File: src/hw/cfg_pkg.sv
package cfg_pkg;

  localparam int DATA_W   = 64;                  // Stream data width
  localparam int STRB_W   = DATA_W / 8;          // Stream strobe width
  localparam int AXIL_W   = 32;                  // AXI-Lite addr/data width
  localparam int TAG_W    = 3;                   // Request tag bits actually used
  localparam int STATUS_W = 3;                   // Cpl status field

  localparam logic [1:0] RESP_OKAY   = 2'b00;
  localparam logic [1:0] RESP_SLVERR = 2'b10;

  // TLP header codes for config requests
  localparam logic [2:0] FMT_NODATA  = 3'b000;   // 3DW, no data (CfgRd)
  localparam logic [2:0] FMT_DATA    = 3'b010;   // 3DW with data (CfgWr)
  localparam logic [3:0] TYPE_CFG_HI = 4'b0010;  // Type[4:1], Type[0] is cfg_type

  // Scaled down for simulation
  localparam logic [31:0] CPL_TIMEOUT_CYCLES = 32'd200;

  typedef enum logic {
    CFG_RD,
    CFG_WR
  } cfg_op_t;

  typedef enum logic [1:0] {
    IDLE,
    WAIT_CPL,
    RESPOND
  } req_state_t;

  // PCIe payload is big endian per dword, AXI side is little endian
  function automatic logic [AXIL_W-1:0] swap_bytes(input logic [AXIL_W-1:0] d);
    return {d[7:0], d[15:8], d[23:16], d[31:24]};
  endfunction

endpackage

File: src/hw/cfg_req_if.sv
interface cfg_req_if import cfg_pkg::*; ();

  logic              start;   // One-cycle pulse, request accepted
  cfg_op_t           op;      // Read or write
  logic [AXIL_W-1:0] addr;    // Bus/dev/fn/reg packed address
  logic [AXIL_W-1:0] wdata;   // Write payload, zero on reads
  logic [3:0]        wstrb;   // Byte enables of the write

  modport front (
    output start, op, addr, wdata, wstrb
  );

  modport builder (
    input start, op, addr, wdata, wstrb
  );

endinterface

File: src/hw/cfg_axil_slave.sv
module cfg_axil_slave import cfg_pkg::*; (
  input  logic                com_cclk,
  input  logic                com_sysrst,
  input  logic [AXIL_W-1:0]   s_axi_ctl_awaddr,
  input  logic                s_axi_ctl_awvalid,
  output logic                s_axi_ctl_awready,
  input  logic [AXIL_W-1:0]   s_axi_ctl_wdata,
  input  logic [3:0]          s_axi_ctl_wstrb,
  input  logic                s_axi_ctl_wvalid,
  output logic                s_axi_ctl_wready,
  output logic [1:0]          s_axi_ctl_bresp,
  output logic                s_axi_ctl_bvalid,
  input  logic                s_axi_ctl_bready,
  input  logic [AXIL_W-1:0]   s_axi_ctl_araddr,
  input  logic                s_axi_ctl_arvalid,
  output logic                s_axi_ctl_arready,
  output logic [AXIL_W-1:0]   s_axi_ctl_rdata,
  output logic [1:0]          s_axi_ctl_rresp,
  output logic                s_axi_ctl_rvalid,
  input  logic                s_axi_ctl_rready,
  cfg_req_if.front            req,
  input  logic                cpl_valid,      // Matching completion seen
  input  logic [STATUS_W-1:0] cpl_status_in,
  input  logic [AXIL_W-1:0]   cpl_data,
  input  logic                expired,        // Completion timeout
  output logic                resp_done,
  output logic [STATUS_W-1:0] cpl_status,
  output logic                cfg_timeout
);

  req_state_t state;
  logic       wr_accept;
  logic       rd_accept;
  logic       cpl_end;                         // Completion or timeout ends the wait

  // Writes win over reads when both arrive together
  assign wr_accept = (state == IDLE) && s_axi_ctl_awvalid && s_axi_ctl_wvalid;
  assign rd_accept = (state == IDLE) && !wr_accept && s_axi_ctl_arvalid;
  assign cpl_end   = (state == WAIT_CPL) && (cpl_valid || expired);
  assign resp_done = (s_axi_ctl_bvalid && s_axi_ctl_bready) ||
                     (s_axi_ctl_rvalid && s_axi_ctl_rready);

  always_ff @(posedge com_cclk) begin
    if (com_sysrst) begin
      state             <= IDLE;
      s_axi_ctl_awready <= 1'b0;
      s_axi_ctl_wready  <= 1'b0;
      s_axi_ctl_arready <= 1'b0;
      s_axi_ctl_bvalid  <= 1'b0;
      s_axi_ctl_rvalid  <= 1'b0;
      req.start         <= 1'b0;
      cpl_status        <= '0;
      cfg_timeout       <= 1'b0;
    end else begin
      s_axi_ctl_awready <= wr_accept;          // Single-cycle ready pulses
      s_axi_ctl_wready  <= wr_accept;
      s_axi_ctl_arready <= rd_accept;
      req.start         <= wr_accept || rd_accept;
      case (state)
        IDLE: begin
          if (wr_accept || rd_accept) begin
            state <= WAIT_CPL;
          end
        end
        WAIT_CPL: begin
          if (cpl_end) begin
            state            <= RESPOND;
            s_axi_ctl_bvalid <= (req.op == CFG_WR);
            s_axi_ctl_rvalid <= (req.op == CFG_RD);
            cpl_status       <= cpl_valid ? cpl_status_in : '0;
            cfg_timeout      <= !cpl_valid;    // Real completion beats the timer
          end
        end
        RESPOND: begin
          if (resp_done) begin
            state            <= IDLE;
            s_axi_ctl_bvalid <= 1'b0;
            s_axi_ctl_rvalid <= 1'b0;
            cpl_status       <= '0;
            cfg_timeout      <= 1'b0;
          end
        end
        default: state <= IDLE;
      endcase
    end
  end

  // Request fields and response payload
  always_ff @(posedge com_cclk) begin
    if (wr_accept) begin
      req.op    <= CFG_WR;
      req.addr  <= s_axi_ctl_awaddr;
      req.wdata <= s_axi_ctl_wdata;
      req.wstrb <= s_axi_ctl_wstrb;
    end else if (rd_accept) begin
      req.op    <= CFG_RD;
      req.addr  <= s_axi_ctl_araddr;
      req.wdata <= '0;
      req.wstrb <= '0;
    end
    if (cpl_end) begin
      if (cpl_valid && (cpl_status_in == '0)) begin // Successful completion
        s_axi_ctl_bresp <= RESP_OKAY;
        s_axi_ctl_rresp <= RESP_OKAY;
      end else begin                           // UR, CRS, CA or timeout
        s_axi_ctl_bresp <= RESP_SLVERR;
        s_axi_ctl_rresp <= RESP_SLVERR;
      end
      s_axi_ctl_rdata <= cpl_valid ? cpl_data : '0;
    end
  end

  // Ready pulses and responses never overlap
  a_ready_excl: assert property (@(posedge com_cclk) disable iff (com_sysrst)
    $onehot0({s_axi_ctl_awready, s_axi_ctl_arready, s_axi_ctl_bvalid, s_axi_ctl_rvalid}));

  // A new request opens the wait, never with a response pending
  a_start_idle: assert property (@(posedge com_cclk) disable iff (com_sysrst)
    req.start |-> (state == WAIT_CPL) && !(s_axi_ctl_bvalid || s_axi_ctl_rvalid));

endmodule

File: src/hw/cfg_tlp_builder.sv
module cfg_tlp_builder import cfg_pkg::*; (
  input  logic              com_cclk,
  input  logic              com_sysrst,
  cfg_req_if.builder        req,
  input  logic [15:0]       requester_id,
  input  logic              cfg_type,          // Type 0 or type 1 config
  output logic [DATA_W-1:0] s_axis_cfg_tdata,
  output logic              s_axis_cfg_tvalid,
  input  logic              s_axis_cfg_tready,
  output logic [STRB_W-1:0] s_axis_cfg_tstrb,
  output logic              s_axis_cfg_tlast,
  output logic [TAG_W-1:0]  cur_tag,
  output logic              tx_done
);

  cfg_op_t           op_q;                     // Held for beat 2
  logic [AXIL_W-1:0] addr_q;
  logic [AXIL_W-1:0] wdata_q;
  logic [TAG_W-1:0]  next_tag;
  logic [2:0]        fmt;
  logic [3:0]        first_be;
  logic [31:0]       hdr_dw0;
  logic [31:0]       hdr_dw1;
  logic [31:0]       hdr_dw2;
  logic [31:0]       payload;
  logic              beat_ok;

  assign next_tag = cur_tag + 1'b1;
  assign fmt      = (req.op == CFG_WR) ? FMT_DATA : FMT_NODATA;
  assign first_be = (req.op == CFG_WR) ? req.wstrb : 4'hF;

  // H0: fmt, type, TC/attr/TD/EP all zero, length 1DW
  assign hdr_dw0 = {fmt, TYPE_CFG_HI, cfg_type, 14'd0, 10'd1};
  // H1: requester, tag, last BE zero, first BE
  assign hdr_dw1 = {requester_id, 5'd0, next_tag, 4'd0, first_be};
  assign hdr_dw2 = {addr_q[27:20],             // Bus
                    addr_q[19:15],             // Device
                    addr_q[14:12],             // Function
                    4'd0,
                    addr_q[11:0]};             // Ext reg, reg, byte addr
  assign payload = (op_q == CFG_WR) ? swap_bytes(wdata_q) : '0;

  assign beat_ok = s_axis_cfg_tvalid && s_axis_cfg_tready;
  assign tx_done = beat_ok && s_axis_cfg_tlast;

  always_ff @(posedge com_cclk) begin
    if (com_sysrst) begin
      s_axis_cfg_tvalid <= 1'b0;
      s_axis_cfg_tlast  <= 1'b0;
      s_axis_cfg_tstrb  <= '0;
      cur_tag           <= '0;
    end else if (req.start) begin              // Beat 1, header H0 H1
      s_axis_cfg_tvalid <= 1'b1;
      s_axis_cfg_tlast  <= 1'b0;
      s_axis_cfg_tstrb  <= '1;
      cur_tag           <= next_tag;
    end else if (beat_ok && !s_axis_cfg_tlast) begin // Beat 2, H2 and data
      s_axis_cfg_tlast <= 1'b1;
      if (op_q == CFG_WR) begin
        s_axis_cfg_tstrb <= '1;
      end else begin
        s_axis_cfg_tstrb <= {{(STRB_W / 2){1'b0}}, {(STRB_W / 2){1'b1}}};
      end
    end else if (beat_ok) begin                // TLP done
      s_axis_cfg_tvalid <= 1'b0;
      s_axis_cfg_tlast  <= 1'b0;
      s_axis_cfg_tstrb  <= '0;
    end
  end

  always_ff @(posedge com_cclk) begin
    if (req.start) begin
      s_axis_cfg_tdata <= {hdr_dw1, hdr_dw0};
      op_q             <= req.op;
      addr_q           <= req.addr;
      wdata_q          <= req.wdata;
    end else if (beat_ok && !s_axis_cfg_tlast) begin
      s_axis_cfg_tdata <= {payload, hdr_dw2};
    end
  end

  a_tdata_hold: assert property (@(posedge com_cclk) disable iff (com_sysrst)
    s_axis_cfg_tvalid && !s_axis_cfg_tready |=> $stable(s_axis_cfg_tdata));

endmodule

File: src/hw/cfg_cpl_parser.sv
module cfg_cpl_parser import cfg_pkg::*; (
  input  logic                com_cclk,
  input  logic                com_sysrst,
  input  logic [DATA_W-1:0]   m_axis_cfg_tdata,
  input  logic                m_axis_cfg_tvalid,
  output logic                m_axis_cfg_tready,
  input  logic [STRB_W-1:0]   m_axis_cfg_tstrb,
  input  logic                m_axis_cfg_tlast,
  input  logic [TAG_W-1:0]    cur_tag,         // Tag of the pending request
  output logic                cpl_valid,
  output logic [STATUS_W-1:0] cpl_status,
  output logic [AXIL_W-1:0]   cpl_data
);

  logic             beat_ok;
  logic             in_pkt;                    // Beat 1 already taken
  logic [TAG_W-1:0] rx_tag;

  assign beat_ok = m_axis_cfg_tvalid && m_axis_cfg_tready;
  assign rx_tag  = m_axis_cfg_tdata[10:8];     // H2 tag, low bits

  always_ff @(posedge com_cclk) begin
    if (com_sysrst) begin
      m_axis_cfg_tready <= 1'b0;
      in_pkt            <= 1'b0;
      cpl_valid         <= 1'b0;
    end else begin
      cpl_valid <= 1'b0;
      if (m_axis_cfg_tvalid) begin
        m_axis_cfg_tready <= 1'b1;
      end
      if (beat_ok && m_axis_cfg_tlast) begin   // Drop ready after last beat
        m_axis_cfg_tready <= 1'b0;
      end
      if (beat_ok) begin
        in_pkt <= !m_axis_cfg_tlast;
        // Stale tags are swallowed here
        if (in_pkt) begin
          cpl_valid <= m_axis_cfg_tlast && (rx_tag == cur_tag);
        end
      end
    end
  end

  always_ff @(posedge com_cclk) begin
    if (beat_ok && !in_pkt) begin
      cpl_status <= m_axis_cfg_tdata[47:45];   // H1[15:13]
    end
    if (beat_ok && in_pkt) begin
      // CplD fills the whole beat, plain Cpl only H2
      if (m_axis_cfg_tstrb == '1) begin
        cpl_data <= swap_bytes(m_axis_cfg_tdata[63:32]);
      end else begin
        cpl_data <= '0;
      end
    end
  end

endmodule

File: src/hw/cfg_cpl_timer.sv
module cfg_cpl_timer import cfg_pkg::*; (
  input  logic com_cclk,
  input  logic com_sysrst,
  input  logic tx_done,                        // Last request beat sent
  input  logic resp_done,                      // AXI-Lite response taken
  output logic expired
);

  logic        running;
  logic [31:0] count;

  always_ff @(posedge com_cclk) begin
    if (com_sysrst) begin
      running <= 1'b0;
      count   <= '0;
      expired <= 1'b0;
    end else begin
      expired <= 1'b0;
      if (tx_done) begin                       // Restart on every request
        running <= 1'b1;
        count   <= 32'd1;
      end else if (resp_done) begin
        running <= 1'b0;
      end else if (running) begin
        count <= count + 32'd1;
        if (count == CPL_TIMEOUT_CYCLES - 32'd1) begin // Fire once and stop
          expired <= 1'b1;
          running <= 1'b0;
        end
      end
    end
  end

  // Expiry only ever follows a started request by the full timeout
  a_expire_running: assert property (@(posedge com_cclk) disable iff (com_sysrst)
    expired |-> $past(tx_done, CPL_TIMEOUT_CYCLES));

endmodule

File: src/hw/cfg_bridge_top.sv
module cfg_bridge_top import cfg_pkg::*; (
  input  logic                com_cclk,
  input  logic                com_sysrst,
  input  logic [AXIL_W-1:0]   s_axi_ctl_awaddr,
  input  logic                s_axi_ctl_awvalid,
  output logic                s_axi_ctl_awready,
  input  logic [AXIL_W-1:0]   s_axi_ctl_wdata,
  input  logic [3:0]          s_axi_ctl_wstrb,
  input  logic                s_axi_ctl_wvalid,
  output logic                s_axi_ctl_wready,
  output logic [1:0]          s_axi_ctl_bresp,
  output logic                s_axi_ctl_bvalid,
  input  logic                s_axi_ctl_bready,
  input  logic [AXIL_W-1:0]   s_axi_ctl_araddr,
  input  logic                s_axi_ctl_arvalid,
  output logic                s_axi_ctl_arready,
  output logic [AXIL_W-1:0]   s_axi_ctl_rdata,
  output logic [1:0]          s_axi_ctl_rresp,
  output logic                s_axi_ctl_rvalid,
  input  logic                s_axi_ctl_rready,
  output logic [DATA_W-1:0]   s_axis_cfg_tdata,  // Requests out
  output logic                s_axis_cfg_tvalid,
  input  logic                s_axis_cfg_tready,
  output logic [STRB_W-1:0]   s_axis_cfg_tstrb,
  output logic                s_axis_cfg_tlast,
  input  logic [DATA_W-1:0]   m_axis_cfg_tdata,  // Completions in
  input  logic                m_axis_cfg_tvalid,
  output logic                m_axis_cfg_tready,
  input  logic [STRB_W-1:0]   m_axis_cfg_tstrb,
  input  logic                m_axis_cfg_tlast,
  input  logic [15:0]         requester_id,
  input  logic                cfg_type,
  output logic [STATUS_W-1:0] cpl_status,
  output logic                cfg_timeout
);

  logic [TAG_W-1:0]    cur_tag;
  logic                tx_done;
  logic                cpl_valid;
  logic [STATUS_W-1:0] rx_cpl_status;
  logic [AXIL_W-1:0]   cpl_data;
  logic                expired;
  logic                resp_done;

  cfg_req_if req_bus ();

  cfg_axil_slave u_axil_slave (
    .com_cclk          (com_cclk),
    .com_sysrst        (com_sysrst),
    .s_axi_ctl_awaddr  (s_axi_ctl_awaddr),
    .s_axi_ctl_awvalid (s_axi_ctl_awvalid),
    .s_axi_ctl_awready (s_axi_ctl_awready),
    .s_axi_ctl_wdata   (s_axi_ctl_wdata),
    .s_axi_ctl_wstrb   (s_axi_ctl_wstrb),
    .s_axi_ctl_wvalid  (s_axi_ctl_wvalid),
    .s_axi_ctl_wready  (s_axi_ctl_wready),
    .s_axi_ctl_bresp   (s_axi_ctl_bresp),
    .s_axi_ctl_bvalid  (s_axi_ctl_bvalid),
    .s_axi_ctl_bready  (s_axi_ctl_bready),
    .s_axi_ctl_araddr  (s_axi_ctl_araddr),
    .s_axi_ctl_arvalid (s_axi_ctl_arvalid),
    .s_axi_ctl_arready (s_axi_ctl_arready),
    .s_axi_ctl_rdata   (s_axi_ctl_rdata),
    .s_axi_ctl_rresp   (s_axi_ctl_rresp),
    .s_axi_ctl_rvalid  (s_axi_ctl_rvalid),
    .s_axi_ctl_rready  (s_axi_ctl_rready),
    .req               (req_bus),
    .cpl_valid         (cpl_valid),
    .cpl_status_in     (rx_cpl_status),
    .cpl_data          (cpl_data),
    .expired           (expired),
    .resp_done         (resp_done),
    .cpl_status        (cpl_status),
    .cfg_timeout       (cfg_timeout)
  );

  cfg_tlp_builder u_tlp_builder (
    .com_cclk          (com_cclk),
    .com_sysrst        (com_sysrst),
    .req               (req_bus),
    .requester_id      (requester_id),
    .cfg_type          (cfg_type),
    .s_axis_cfg_tdata  (s_axis_cfg_tdata),
    .s_axis_cfg_tvalid (s_axis_cfg_tvalid),
    .s_axis_cfg_tready (s_axis_cfg_tready),
    .s_axis_cfg_tstrb  (s_axis_cfg_tstrb),
    .s_axis_cfg_tlast  (s_axis_cfg_tlast),
    .cur_tag           (cur_tag),
    .tx_done           (tx_done)
  );

  cfg_cpl_parser u_cpl_parser (
    .com_cclk          (com_cclk),
    .com_sysrst        (com_sysrst),
    .m_axis_cfg_tdata  (m_axis_cfg_tdata),
    .m_axis_cfg_tvalid (m_axis_cfg_tvalid),
    .m_axis_cfg_tready (m_axis_cfg_tready),
    .m_axis_cfg_tstrb  (m_axis_cfg_tstrb),
    .m_axis_cfg_tlast  (m_axis_cfg_tlast),
    .cur_tag           (cur_tag),
    .cpl_valid         (cpl_valid),
    .cpl_status        (rx_cpl_status),
    .cpl_data          (cpl_data)
  );

  cfg_cpl_timer u_cpl_timer (
    .com_cclk   (com_cclk),
    .com_sysrst (com_sysrst),
    .tx_done    (tx_done),
    .resp_done  (resp_done),
    .expired    (expired)
  );

endmodule

File: config.mk
export PLATFORM = sky130hd
export DESIGN_NAME = cfg_bridge_top
export DESIGN_NICKNAME = d
export VERILOG_FILES = /design/src/hw/cfg_pkg.sv /design/src/hw/cfg_req_if.sv /design/src/hw/cfg_axil_slave.sv /design/src/hw/cfg_tlp_builder.sv /design/src/hw/cfg_cpl_parser.sv /design/src/hw/cfg_cpl_timer.sv /design/src/hw/cfg_bridge_top.sv
export SDC_FILE = /design/constraint.sdc
export NUM_CORES = 1
export LEC_CHECK = 0
export BUFFER_PORTS_ARGS = -buffer_cell sky130_fd_sc_hd__buf_2
export CORE_ASPECT_RATIO = 1.75
export CORE_MARGIN = 2
export CORE_UTILIZATION = 45
export DETAILED_ROUTE_END_ITERATION = 12
export PLACE_DENSITY = 0.81
export SYNTH_ARGS = -nofsm -noshare
export SYNTH_HDL_FRONTEND = slang
export SYNTH_SLANG_ARGS = --single-unit
File: constraint.sdc
create_clock -name com_cclk -period 2.8 [get_ports com_cclk]
set_input_delay 0.28 -clock com_cclk [delete_from_list [all_inputs] [get_ports com_cclk]]
set_output_delay 0.28 -clock com_cclk [all_outputs]
set_load 0.05 [all_outputs]
# --- Word-level counts from Yosys, hierarchy flattened ---
# Index checks and enable logic that the tools add are counted.
op_classes:
  add_sub_neg: 2
  n_reduce_logical: 43
  mul: 0
  div: 0
  bitwise: 5
  order_cmp: 0
  n_eq_ne: 10
  n_mux: 43
  shift: 0
op_table:
  columns: ["operator", "count"]
  rows:
  - ["$mux 64", 2]
  - ["$mux 32", 3]
  - ["$mux 28", 2]
  - ["$add 32x1->32 const B", 1]
  - ["$eq 32x8->1 const B", 1]
  - ["$mux 8", 4]
  - ["$logic_and 1x1->1", 16]
  - ["$mux 1", 16]
  - ["$mux 4", 3]
  - ["$reduce_bool 2->1", 6]
  - ["$mux 2", 5]
  - ["$mux 3", 3]
  - ["$eq 8x8->1 const B", 1]
  - ["$ne 2x2->1 const B", 4]
  - ["$pmux 1 s2", 3]
  - ["$pmux 2 s3", 1]
  - ["$pmux 3 s2", 1]
  - ["$reduce_and 2->1", 3]
  - ["$reduce_and 3->1", 2]
  - ["$reduce_or 2->1", 3]
  - ["$logic_not 1->1", 5]
  - ["$not 1->1", 5]
  - ["$reduce_or 4->1", 1]
  - ["$add 3x1->3 const B", 1]
  - ["other kinds (9)", 11]
word_totals:
  romBits: 0
  reg_bits: 316
  output_inout_bits: 120
  ram_bits: 0
  memories: 0
  word_cells: 135
  latch_bits: 0

# --- Longest topological paths before layout ---
# Gate-level depths: netlist of run 1.
depth:
  depth_word: 9
  mapped_depth: 7

# --- By module ---
# From an unflattened synthesis of run 1, not the netlist that was laid out.
hier_totals:
  hier_cells: 883
  area_unflattened_um2: 12542.0
by_module_without_submodules:
  columns: ["mod", "n_inst", "seq_area_each_um2", "area_per_inst_um2", "cells_each"]
  rows:
  - ["cfg_tlp_builder", 1, 3443.3, 4906.0, 319]
  - ["cfg_axil_slave", 1, 3273.1, 4440.5, 271]
  - ["cfg_cpl_timer", 1, 680.7, 1742.9, 204]
  - ["cfg_cpl_parser", 1, 1111.1, 1452.6, 89]

# --- Worst setup path after synthesis of run 1 ---
# Ideal clock, no wire load.
synth_path:
  path_type: "register -> register"
  start: "register u_axil_slave.req.start"
  end: "register u_tlp_builder.s_axis_cfg_tdata[24], enable pin"
  synth_period_minus_slack_ns: 3.084
  setup_slack_ns: -0.284
  stages_incl_launch_ff: 4
  t_arrival_ns: 2.702
  setup_time_ns: 0.382
  cell_sequence: "dfxtp_1 > clkbuf_1 > nor2_1 > inv_1"
synth_between:
  elab_chain_cells: 1
synth_rtl:
  columns: ["item", "line", "text"]
  rows:
  - ["start: declaration", "cfg_req_if.sv:10", "output start, op, addr, wdata, wstrb"]
  - ["start signal: assignment", "cfg_axil_slave.sv:58", "req.start <= wr_accept || rd_accept;"]
  - ["$reduce_bool 2->1 (no source line)", null, null]
  - ["end signal: assignment", "cfg_tlp_builder.sv:73", "s_axis_cfg_tdata <= {hdr_dw1, hdr_dw0};"]
  - ["end signal: assignment", "cfg_tlp_builder.sv:78", "s_axis_cfg_tdata <= {payload, hdr_dw2};"]
  - ["end: declaration", "cfg_tlp_builder.sv:7", "output logic [DATA_W-1:0] s_axis_cfg_tdata,"]
# Every way passes these cells.
# A chain may end at the register's enable or synchronous reset.

# --- Worst setup path in the final report of run 1 ---
layout_path:
  start: "register u_tlp_builder.s_axis_cfg_tvalid"
  end: "register u_tlp_builder.s_axis_cfg_tdata[54], enable pin"
layout_between:
  elab_chain_cells: 3
layout_rtl:
  columns: ["item", "line", "text"]
  rows:
  - ["start: declaration", "cfg_tlp_builder.sv:8", "output logic s_axis_cfg_tvalid,"]
  - ["start signal: assignment", "cfg_tlp_builder.sv:48", "s_axis_cfg_tvalid <= 1'b0;"]
  - ["start signal: assignment", "cfg_tlp_builder.sv:53", "s_axis_cfg_tvalid <= 1'b1;"]
  - ["start signal: assignment", "cfg_tlp_builder.sv:65", "s_axis_cfg_tvalid <= 1'b0;"]
  - ["$logic_and 1x1->1", "cfg_tlp_builder.sv:43", "assign beat_ok = s_axis_cfg_tvalid && s_axis_cfg_tready;"]
  - ["$logic_and 1x1->1", "cfg_tlp_builder.sv:77", "end else if (beat_ok && !s_axis_cfg_tlast) begin"]
  - ["$reduce_bool 2->1 (no source line)", null, null]
# Every way passes these cells.

==> reports/qor.yml, run 1 <==
final_nets: 1360
die_w_microns: 126
tns_ns: 0
hold_slack_ns: 0.0211
cts-buffers-inserted: 28
ys_seq_elements: 309
netlist_area_sq_um: 11600
route.detailed.drc: 0
wire_per_inst_microns: 16.6
fp.dieH_microns: 217
layout_commonest_cell: "buf_2"
crit_type: "register to register"
drv_cap: 0
fin_crit_sh: 0.737
powerDensity_nw_per_um2: 715
synth-simple-area-share: 0.150
critPathMaxFanout: 19
worstPathRequired_ns: 3.05
dieArea_sq_um: 27200
grt_pass1_wl_mm: 39.1
cts_tree: "built"
clockRootBuffer: "clkbuf_16"
cts.sinks: 309
yosysSeqAreaShare: 0.720
drt-pass1-iter-count: 4
yosys_warnings: 0
fin_skew_ns: 0.0102
synth_area_per_cell_sq_um: 13.7
status: "complete, no violations"
min_period_ns: 2.06
synth.distinct_cells: 50
grt_usage: 0.180
worst_setup_path_end_kind: "register"
synthCells: 852
synth-adder-area-share: 0.00215
rows: 77
final_hold_viol_count: 0
ys_async_sr_fraction: 0
grt_setup_unrepaired: "no"
synthXorXnorAreaFrac: 0.0196
viasPerCell: 4.98
grt_overflow: 0
fmax_mhz: 485
synth_top_flop_cell: "edfxtp_1"
worstSetupStartpointType: "register"
io_buffers: 275
synth_top_family_by_area: "simple AND/OR/NAND/NOR gates"
finalWirelength_mm: 25.0
start_util: 0.460
cts_buffer_depth: 3
synthTopCellsByArea: "edfxtp_1 57%, dfxtp_1 15%, and2_1 5.5%"
cts.reportedPaths.clkPinSlew_ns: 0.06
synth_edf_count: 220
cp_data_arrival_time_ns: 2.31
final_cell_mix: "275 x buf_2, 220 x edfxtp_1, 102 x and2_1, 88 x dfxtp_1, 82 x nand2_1"
synth_mux_area_frac: 0.0279
grt_antenna_before_repair: 6
clk_latency_ns: 0.54
synth-compound-area-share: 0.0548
htreeDepth: 1
worst_pin_slew_ns: 0.789
gp_congestion: 0.848
place_hpwl_mm: 17.8
min_path_type: "primary input to register"
setup_viol: 0
grt_max_degree: 66
area_growth_pct: 26.2
io_pins: 319
synth_largest_area_cell: "edfxtp_1"
max-slew-margin-rel: 0.472
drv_slew: 0
ir_drop_uv: 557
grt_pass1_vias: 7742
final_layout_size_suffix_gt1_frac: 0.321
leakage_nw: 5.59
drtAntennaViolNets: 0
core_area_sq_um: 25300
synth_top_area_frac: 0.567
drt_iter0_drc: 325
vias: 7479
-- state kept, by name (all words and copies together), names as in the netlist, 2 cells and up --
signal	cells
u_axil_slave.req.addr	28
u_axil_slave.s_axi_ctl_rdata	32
u_cpl_parser.cpl_status	3
u_tlp_builder.cur_tag	3
u_tlp_builder.addr_q	28
u_axil_slave.req.wstrb	4
u_tlp_builder.s_axis_cfg_tstrb	2
u_tlp_builder.wdata_q	32
u_cpl_timer.count	32
u_tlp_builder.s_axis_cfg_tdata	60
u_cpl_parser.cpl_data	32
u_axil_slave.state	2
u_axil_slave.cpl_status	3
u_axil_slave.req.wdata	32
-- power breakdown --
group / internal [W] / total, W / leakage [nW] / switching, W
Combinational: 0.000304 / 0.00100 / 2.41 / 0.000701
Clock: 0.00256 / 0.00420 / 0.500 / 0.00164
Sequential: 0.00520 / 0.00531 / 2.68 / 0.000108
-- synthesized netlist by cell type (13+ instances only) --
cell        n
a21oi_1    52
a22o_1     25
and2_1    102
buf_4      14
clkbuf_1   28
dfxtp_1    89
edfxtp_1  220
mux2_2     28
nand2_1    82
nand3_1    16
nor2_1     50
o21ai_0    13
xor2_1     15
-- area by class of cell --
class	instances	area [sq um]
inverters	11	41.3
diodes	6	15.0
clock inverters	21	285
clock buffers	31	743
flip-flops and latches	309	8390
fillers	1977	10600
well taps	316	395
repair buffers	323	1840
multi-input cells	486	2990
-- cell families (layout without fill, tap and decap cells) --
logic type      Yosys count  after routing
flops                   309            309
simple gates            322            322
fa+ha+maj                 2              2
xor+xnor                 26             26
mux                      29             29
other cells               1             12
buf+inv                  62            386
compound gates          101            101
-- stage by stage --
step | cell area [sq um] | instances | total power (W) | utilization | worst slack, ns
after floorplan | 11700 | 857 | 0.00605 | - | 0.0435
after global placement | 13300 | 1412 | 0.00635 | 0.526 | 0.754
after detailed placement | 13300 | 1412 | 0.00638 | 0.526 | 0.702
after CTS | 14700 | 1497 | 0.0106 | 0.580 | 0.676
after global routing | 14700 | 1503 | 0.0109 | 0.580 | 0.487
final | 14700 | 1503 | 0.0105 | 0.580 | 0.736
-- metal layers --
metal,up-vias,global-route usage,wire length [microns]
li1,3652,-,-
met1,3528,0.194,9120
met5,-,0,0
met4,0,0.0863,971
met2,238,0.338,13600
met3,61,0.0293,1280
-- worst max-delay path: stages, from the launching register on --
cell and delay (ns):
dfxtp_1 0.38, nand2_1 0.15, nor2_2 0.37, nor2_1 0.26
inv_1 0.38, buf_12 0.22
-- repair_timing --
item / in CTS / in global routing
setup buffers: 0 / 0
gates resized for setup: 0 / 0
endpoints found under the hold margin: 33 / 0
hold buffers: 33 / 0
-- final timing paths --
kind | from | end | slack, ns | cells after the start
max | u_tlp_builder.s_axis_cfg_tvalid | u_tlp_builder.s_axis_cfg_tdata[54] | 0.74 | 5
min | s_axi_ctl_wdata[21] | u_axil_slave.req.wdata[21] | 0.02 | 2
max reg2reg | u_tlp_builder.s_axis_cfg_tvalid | u_tlp_builder.s_axis_cfg_tdata[54] | 0.74 | 5
min reg2reg | u_axil_slave.req.wdata[6] | u_tlp_builder.wdata_q[6] | 0.41 | 0
Power figures use the tool's default switching activity.
==> inputs of run 2 (changes only) <==
PLACE_DENSITY = 0.78   (was 0.81)
clock period = 2.15 ns   (was 2.8 ns; I/O delays follow)
==> reports/qor.yml, run 2 (same netlist as run 1, synthesis figures left out) <==
status: "complete, no violations"
drv_cap: 0
fmax_mhz: 516
min_path_type: "primary input to register"
io_buffers: 275
core_area_sq_um: 25300
vias: 8067
p_comb_frac: 0.113
clockPowerShare: 0.361
grt_setup_unrepaired: "no"
min_period_ns: 1.94
switching_share: 0.246
grt_pass1_wl_mm: 43.2
gp_congestion: 0.817
p_sw_w: 0.00324
clockRootBuffer: "clkbuf_16"
leakage_nw: 5.95
setup_viol: 0
top_register: "u_tlp_builder.s_axis_cfg_tdata"
cp_data_arrival_time_ns: 2.40
finalWirelength_mm: 28.0
clk_latency_ns: 0.53
power.internal_w: 0.00993
grt_usage: 0.201
grt_max_degree: 125
grt_antenna_before_repair: 2
final_layout_size_suffix_gt1_frac: 0.295
max-slew-margin-rel: 0.588
area_growth_pct: 34.3
critPathMaxFanout: 10
fin_skew_ns: 0.00884
start_util: 0.460
drt_iter0_drc: 430
placed_cell_area_sq_um: 13400
drt-pass1-iter-count: 5
grt_overflow: 0
cts.reportedPaths.clkPinSlew_ns: 0.07
seq_power_share: 0.525
largest_reg_flops: 60
cts.sinks: 309
drtAntennaViolNets: 0
io_pins: 319
crit_type: "register to register"
ir_drop_uv: 839
powerDensity_nw_per_um2: 842
startpoint: "u_axil_slave.s_axi_ctl_bvalid"
drv_slew: 0
final_cell_mix: "275 x buf_2, 220 x edfxtp_1, 138 x dlygate4sd3_1, 102 x and2_1, 86 x dfxtp_1"
fillers: 1876
regArea_sq_um: 8400
final_hold_viol_count: 0
fp.dieH_microns: 217
wire_per_inst_microns: 17.5
route.detailed.drc: 0
tns_ns: 0
fin_ws_ns: 0.211
worst_setup_path_end_kind: "register"
place_hpwl_mm: 16.9
fin_crit_sh: 0.902
hold_slack_ns: 0.0254
worstPathRequired_ns: 2.61
cts_buffer_depth: 3
final_nets: 1464
cts_tree: "built"
rows: 77
grt_pass1_vias: 8290
fin_area_sq_um: 15600
cts_resized: 0
worstHoldStart: "s_axi_ctl_awaddr[17]"
worst_pin_slew_ns: 0.617
htreeDepth: 1
die_w_microns: 126
cts-buffers-inserted: 27
multiInputGateArea_sq_um: 3010
worstSetupStartpointType: "register"
post_cts_buffers: 0
dieArea_sq_um: 27200
place_ws_ns: 0.248
layout_commonest_cell: "buf_2"
viasPerCell: 5.04
r2r-start: "u_axil_slave.s_axi_ctl_bvalid"
## run 2: cell types whose count changed in the layout (fill, tap and decap cells not counted), moves of 2 or more
cell / before / now
clkbuf_8: 1 / 5
clkinv_1: 7 / 1
diode_2: 6 / 2
buf_4: 13 / 10
buf_12: 2 / 5
clkbuf_16: 29 / 27
bufinv_16: 7 / 1
clkinvlp_4: 1 / 3
clkbuf_1: 1 / 9
dfxtp_1: 88 / 86
dlygate4sd3_1: 33 / 138
## run 2: final cells by class
type | instances | share of cell area
timing repair buffer | 428 | 0.188
antenna | 2 | 0.000320
tap | 316 | 0.0253
inverter | 11 | 0.00312
clock buffer | 41 | 0.0498
sequential | 309 | 0.537
multi-input combinational | 486 | 0.192
clock inverter | 8 | 0.00472
## run 2: through the flow
stage                     instances   util  total power [W]
after detailed placement       1412  0.529          0.00833
after floorplan                 857      -          0.00788
after global placement         1412  0.529          0.00829
final                          1601  0.617           0.0132
after CTS                      1599  0.617           0.0132
after global routing           1601  0.617           0.0136
## run 2: critical path, stage by stage (launching register included)
cell     delay, ns
dfxtp_1       0.35
a22o_4        0.29
nor4_4        0.41
nand4_2       0.29
or3_1         0.38
a21oi_1       0.15
## run 2: final timing paths
path                                    end  slack, ns  cells past startpoint
hold reg to reg    u_tlp_builder.addr_q[24]       0.42                      0
setup reg to reg      u_cpl_timer.count[22]       0.21                      5
hold / removal    u_axil_slave.req.addr[17]       0.03                      2
setup / recovery      u_cpl_timer.count[22]       0.21                      5
## run 2: repair_timing
item / 4_1_cts / 5_1_grt
hold buffers: 138 / 0
endpoints found under the setup margin: 0 / 0
hold endpoints to repair: 125 / 0
## run 2: power by group through the flow
stage                     registers (W)  logic (W)  clock network, W
after floorplan                 0.00745   0.000432                 0
after global placement          0.00702    0.00127                 0
after detailed placement        0.00704    0.00129                 0
after CTS                       0.00691    0.00149           0.00483
after global routing            0.00694    0.00158           0.00505
final                           0.00692    0.00149           0.00475
## run 2: routing by layer
metal / share of wire / GRT usage / up-vias
met1: 0.36 / 0.216 / 3842
met4: 0.046 / 0.0981 / 0
met3: 0.051 / 0.0302 / 80
met5: 0 / 0 / -
met2: 0.54 / 0.380 / 285
li1: - / - / 3860
